**src/rtl/decode_pkg.sv**
```systemverilog
// RV64I decode stage types
package decode_pkg;

    localparam int xlen = 64;
    localparam int num_regs = 32;

    typedef logic [xlen-1:0] xword_t;
    typedef logic [31:0] inst_t;
    typedef logic [4:0] reg_idx_t;
    typedef logic [num_regs-1:0] reg_mask_t;
    typedef xword_t [num_regs-1:0] gpr_file_t; // whole register file, 2048 bits

    typedef enum logic [5:0] {
        op_none,
        op_add, op_sub, op_sll, op_slt, op_sltu, op_xor, op_srl, op_sra, op_or, op_and,
        op_addi, op_slti, op_sltiu, op_xori, op_ori, op_andi, op_slli, op_srli, op_srai,
        op_addw, op_subw, op_sllw, op_srlw, op_sraw,
        op_addiw, op_slliw, op_srliw, op_sraiw,
        op_lb, op_lh, op_lw, op_ld, op_lbu, op_lhu, op_lwu,
        op_sb, op_sh, op_sw, op_sd,
        op_beq, op_bne, op_blt, op_bge, op_bltu, op_bgeu,
        op_jal, op_jalr, op_lui, op_auipc
    } op_t;

    // numbering is what execute expects
    typedef enum logic [3:0] {
        alu_add  = 4'd0,
        alu_sub  = 4'd1,
        alu_slt  = 4'd2,
        alu_sltu = 4'd3,
        alu_and  = 4'd4,
        alu_or   = 4'd6,
        alu_xor  = 4'd7,
        alu_sll  = 4'd8,
        alu_srl  = 4'd9,
        alu_sra  = 4'd10
    } alu_mode_t;

    typedef enum logic [2:0] {
        a_zero, a_rs1, a_rs1_hi, a_rs1_zext, a_pc, a_imm
    } a_sel_t;

    typedef enum logic [2:0] {
        b_zero, b_rs2, b_rs2_6, b_rs2_5, b_shamt6, b_shamt5, b_imm
    } b_sel_t;

    typedef struct packed {
        xword_t pc;
        inst_t  inst;
    } fetch_t;

    typedef struct packed {
        op_t       op;
        reg_idx_t  rd;
        reg_idx_t  rs1;
        reg_idx_t  rs2;
        logic      wen;
        logic      use_rs1;
        logic      use_rs2;
        a_sel_t    a_sel;
        b_sel_t    b_sel;
        alu_mode_t alu_mode;
        xword_t    imm;
    } decoded_t;

    typedef struct packed {
        op_t       op;
        reg_idx_t  rd;
        logic      wen;
        alu_mode_t alu_mode;
        xword_t    a;
        xword_t    b;
        xword_t    store_data;
        xword_t    pc;
        inst_t     inst;
    } issue_t;

endpackage
```
**src/rtl/id_stage_reg.sv**
```systemverilog
// Fetch to decode pipeline register
module id_stage_reg import decode_pkg::*; (
    input  logic   clk,
    input  logic   rst,
    input  logic   in_valid,
    input  fetch_t in,
    input  logic   stall,
    output logic   stage_valid,
    output fetch_t stage
);

    always_ff @(posedge clk) begin
        if (rst) begin
            stage_valid <= 1'b0;
        end else if (!stall) begin
            stage_valid <= in_valid;
        end
    end

    always_ff @(posedge clk) begin
        if (in_valid && !stall) begin // hold while a source is busy
            stage <= in;
        end
    end

    // a stalled instruction must still be there at the next edge
    a_hold_on_stall: assert property (
        @(posedge clk) disable iff (rst)
        stall |=> $stable(stage) && $stable(stage_valid)
    ) else $error("stage register changed while stalled");

endmodule

```
**config.mk**
```make
export PLATFORM = sky130hd
export DESIGN_NAME = id_stage_reg
export DESIGN_NICKNAME = d
export VERILOG_FILES = /design/src/rtl/decode_pkg.sv /design/src/rtl/id_stage_reg.sv
export SDC_FILE = /design/constraint.sdc
export NUM_CORES = 1
export LEC_CHECK = 0
export ABC_AREA = 1
export BUFFER_PORTS_ARGS = -buffer_cell sky130_fd_sc_hd__buf_4
export CORE_ASPECT_RATIO = 2
export CORE_MARGIN = 1.5
export CORE_UTILIZATION = 37
export DETAILED_ROUTE_END_ITERATION = 10
export PLACE_DENSITY_LB_ADDON = 0.12
export SYNTH_ARGS = -nofsm -noshare
export SYNTH_HDL_FRONTEND = slang
export SYNTH_SLANG_ARGS = --single-unit
```
**constraint.sdc**
```tcl
create_clock -name clk -period 2.66 [get_ports clk]
set_input_delay 0.266 -clock clk [delete_from_list [all_inputs] [get_ports clk]]
set_output_delay 0.266 -clock clk [all_outputs]
set_load 0.02 [all_outputs]
```
==> impl_metrics.toml <==
[outcome]
status = "completed"

[hold_path]
hold_class = "input port to flop"

[power_and_ir_drop]
power_leakage_nw = 1.99
power_frac_clock = 0.322
power.internal_mw = 2.61
switching_power_uw = 696
switching_share = 0.210
pwr-share-seq = 0.551
combPwrFrac = 0.127
power-per-cell-area_mw_per_mm2 = 694
worst_ir_drop_vdd_uv = 485

[route]
first_pass_iters = 4
drt-initial-drc-count = 114
via_per_inst = 4.41
drc = 0
vias = 1785
ant_nets = 0
wl_mm = 6.43
wl_per_cell_um = 15.9

[synthesis]
synth_top_area_frac = 0.984
synth_cells = 102
yosys-top-cells-count = "96 x edfxtp_1, 2 x inv_1"
ys.flop_type = "edfxtp_1"
synth-edff-count = 96
synth_fp_nets = 202
synth.avg_cell_area_um2 = 28.7
async_flop_share = 0
yosys-top-cells-area = "edfxtp_1 98%, dfxtp_1 0.68%, a21oi_2 0.30%"
synth_area_leader_cell = "edfxtp_1"
post-synth-top-count-cell = "edfxtp_1"
ys_seq_area_frac = 0.991
netlist_area_mm2 = 0.00293
yosysWarnings = 0
synth_cell_types = 6
ys_ff_latch = 97

[global_route]
grt-ovfl-total = 0
first_global_vias = 1710
gr-usage-all-layers = 0.150
grt_first_pass_wirelength_mm = 8.69
grt_start_max_net_pins = 97
antenna_found_initial = 0

[placement]
gp_congestion = 0.715
placed_cells = 393
port_buffers = 196
dp_hpwl_mm = 4.85
placed_area_mm2 = 0.00453

[timing]
timing.final.crit_share = 0.574
final-hold-violation-count = 0
tns_ns = 0
worst_pin_slew_ns = 1.15
fmax_mhz = 655
setup_viol = 0
rsz0062_at_grt = "no"
fin_skew_ns = 0
slew_viol_final = 0
slew_headroom = 0.231
whs_ns = 0.0849
layout_min_cycle_time_ns = 1.53

[floorplan]
core_area_mm2 = 0.00766
die_w_um = 65.9
fp.dieArea_mm2 = 0.00849
io_pins = 197
die_h_um = 129
rows = 45
start_util = 0.383

[finish]
diodes = 0
final_cell_area_mm2 = 0.00477
nNetsFinal = 410
area_delta_synth_final_pct = 62.8
drive_above_1_share = 0.678
final_util = 0.623
stdcell_count = 405

[setup_path]
critical_path.max_stage_delay_ns = 0.85
crit_top_cell = "buf_4"
cp_cell_sequence = "buf_4 > inv_1 > nand2_2 > clkinvlp_4 > buf_4"
start_kind = "input port"
end_kind = "flop"
crit_type = "input port to flop"
cp_top_family = "buffers and inverters"
crit_required_ns = 2.61
crit_fanout = 96
crit_buf_inv = 4
arrival_ns = 1.47
slowest_stage = "buf_4"

[clocking]
postCtsSetupBuffers = 0
hold_buffers = 0
cts_resized = 0
cts_tree = "yes"
clock_sinks = 97
cts_root_buffer = "clkbuf_16"
cts_buffers = 9
clkTransAtPathRegs_ns = 0.05
cts_max_level = 3
insertion_delay_ns = 0.33
cts_buffer_depth = 2

[run]
max_cap_viol_count = 0
worst paths after layout:
path,from,to,slack [ns],cells past startpoint
worst max register to register,stage_valid$_SDFFE_PP0N_,stage_valid$_SDFFE_PP0N_,2.08,2
worst min-delay path,rst,stage_valid$_SDFFE_PP0N_,0.08,2
worst max-delay path,stall,stage[30]$_DFFE_PP_,1.13,5
worst min register to register,stage_valid$_SDFFE_PP0N_,stage_valid$_SDFFE_PP0N_,0.47,2
worst reg2reg max path: cells and delay by family (launching register included):
| kind | cells | cell delay, ns |
|---|---|---|
| simple gates | 1 | 0.07 |
| compound gates | 1 | 0.12 |
| flops | 1 | 0.33 |
power groups by stage:
stage | combinational (mW) | clock [mW] | sequential [mW]
2_1_floorplan | 0.0227 | 0 | 1.99
3_3_place_gp | 0.420 | 0 | 1.85
3_5_place_dp | 0.425 | 0 | 1.86
4_1_cts | 0.425 | 1.11 | 1.82
5_1_grt | 0.441 | 1.16 | 1.83
6_report | 0.420 | 1.07 | 1.82
metal layers:
metal	global-route usage	vias up	wire (um)
met3	0.0603	16	690
li1	-	818	-
met5	0	-	0
met1	0.128	831	1730
met4	0.115	0	238
met2	0.262	120	3780
cells in the final DEF (no fill, tap or decap):
cell type,n
a21oi_2,1
clkbuf_1,1
buf_4,197
nand2_1,1
clkinvlp_4,1
clkinv_2,2
inv_1,1
clkbuf_16,9
nand2_2,1
edfxtp_1,96
dfxtp_1,1
cell families after synthesis:
family	after synthesis	synth area share
simple gates	2	0.00342
compound gates	1	0.00299
buf+inv	2	0.00256
flops	97	0.991
sequential cells by signal, summed over array words and instances, names as in the netlist:
register     count
stage           96
stage_valid      1
per-stage QoR:
stage | total power [mW] | worst slack [ns]
after global placement | 2.27 | 0.815
after global routing | 3.43 | 1.03
after detailed placement | 2.28 | 0.782
after CTS | 3.36 | 1.13
final | 3.31 | 1.13
after floorplan | 2.01 | 0.492
area by class of cell:
| type | instances | area [um2] |
|---|---|---|
| clock inverters | 2 | 10.0 |
| fillers | 645 | 2890 |
| flip-flops and latches | 97 | 2900 |
| multi-input cells | 3 | 18.8 |
| repair buffers | 197 | 1480 |
| clock buffers | 10 | 229 |
| well taps | 94 | 118 |
| inverters | 2 | 11.3 |
Power figures use the tool's default switching activity.
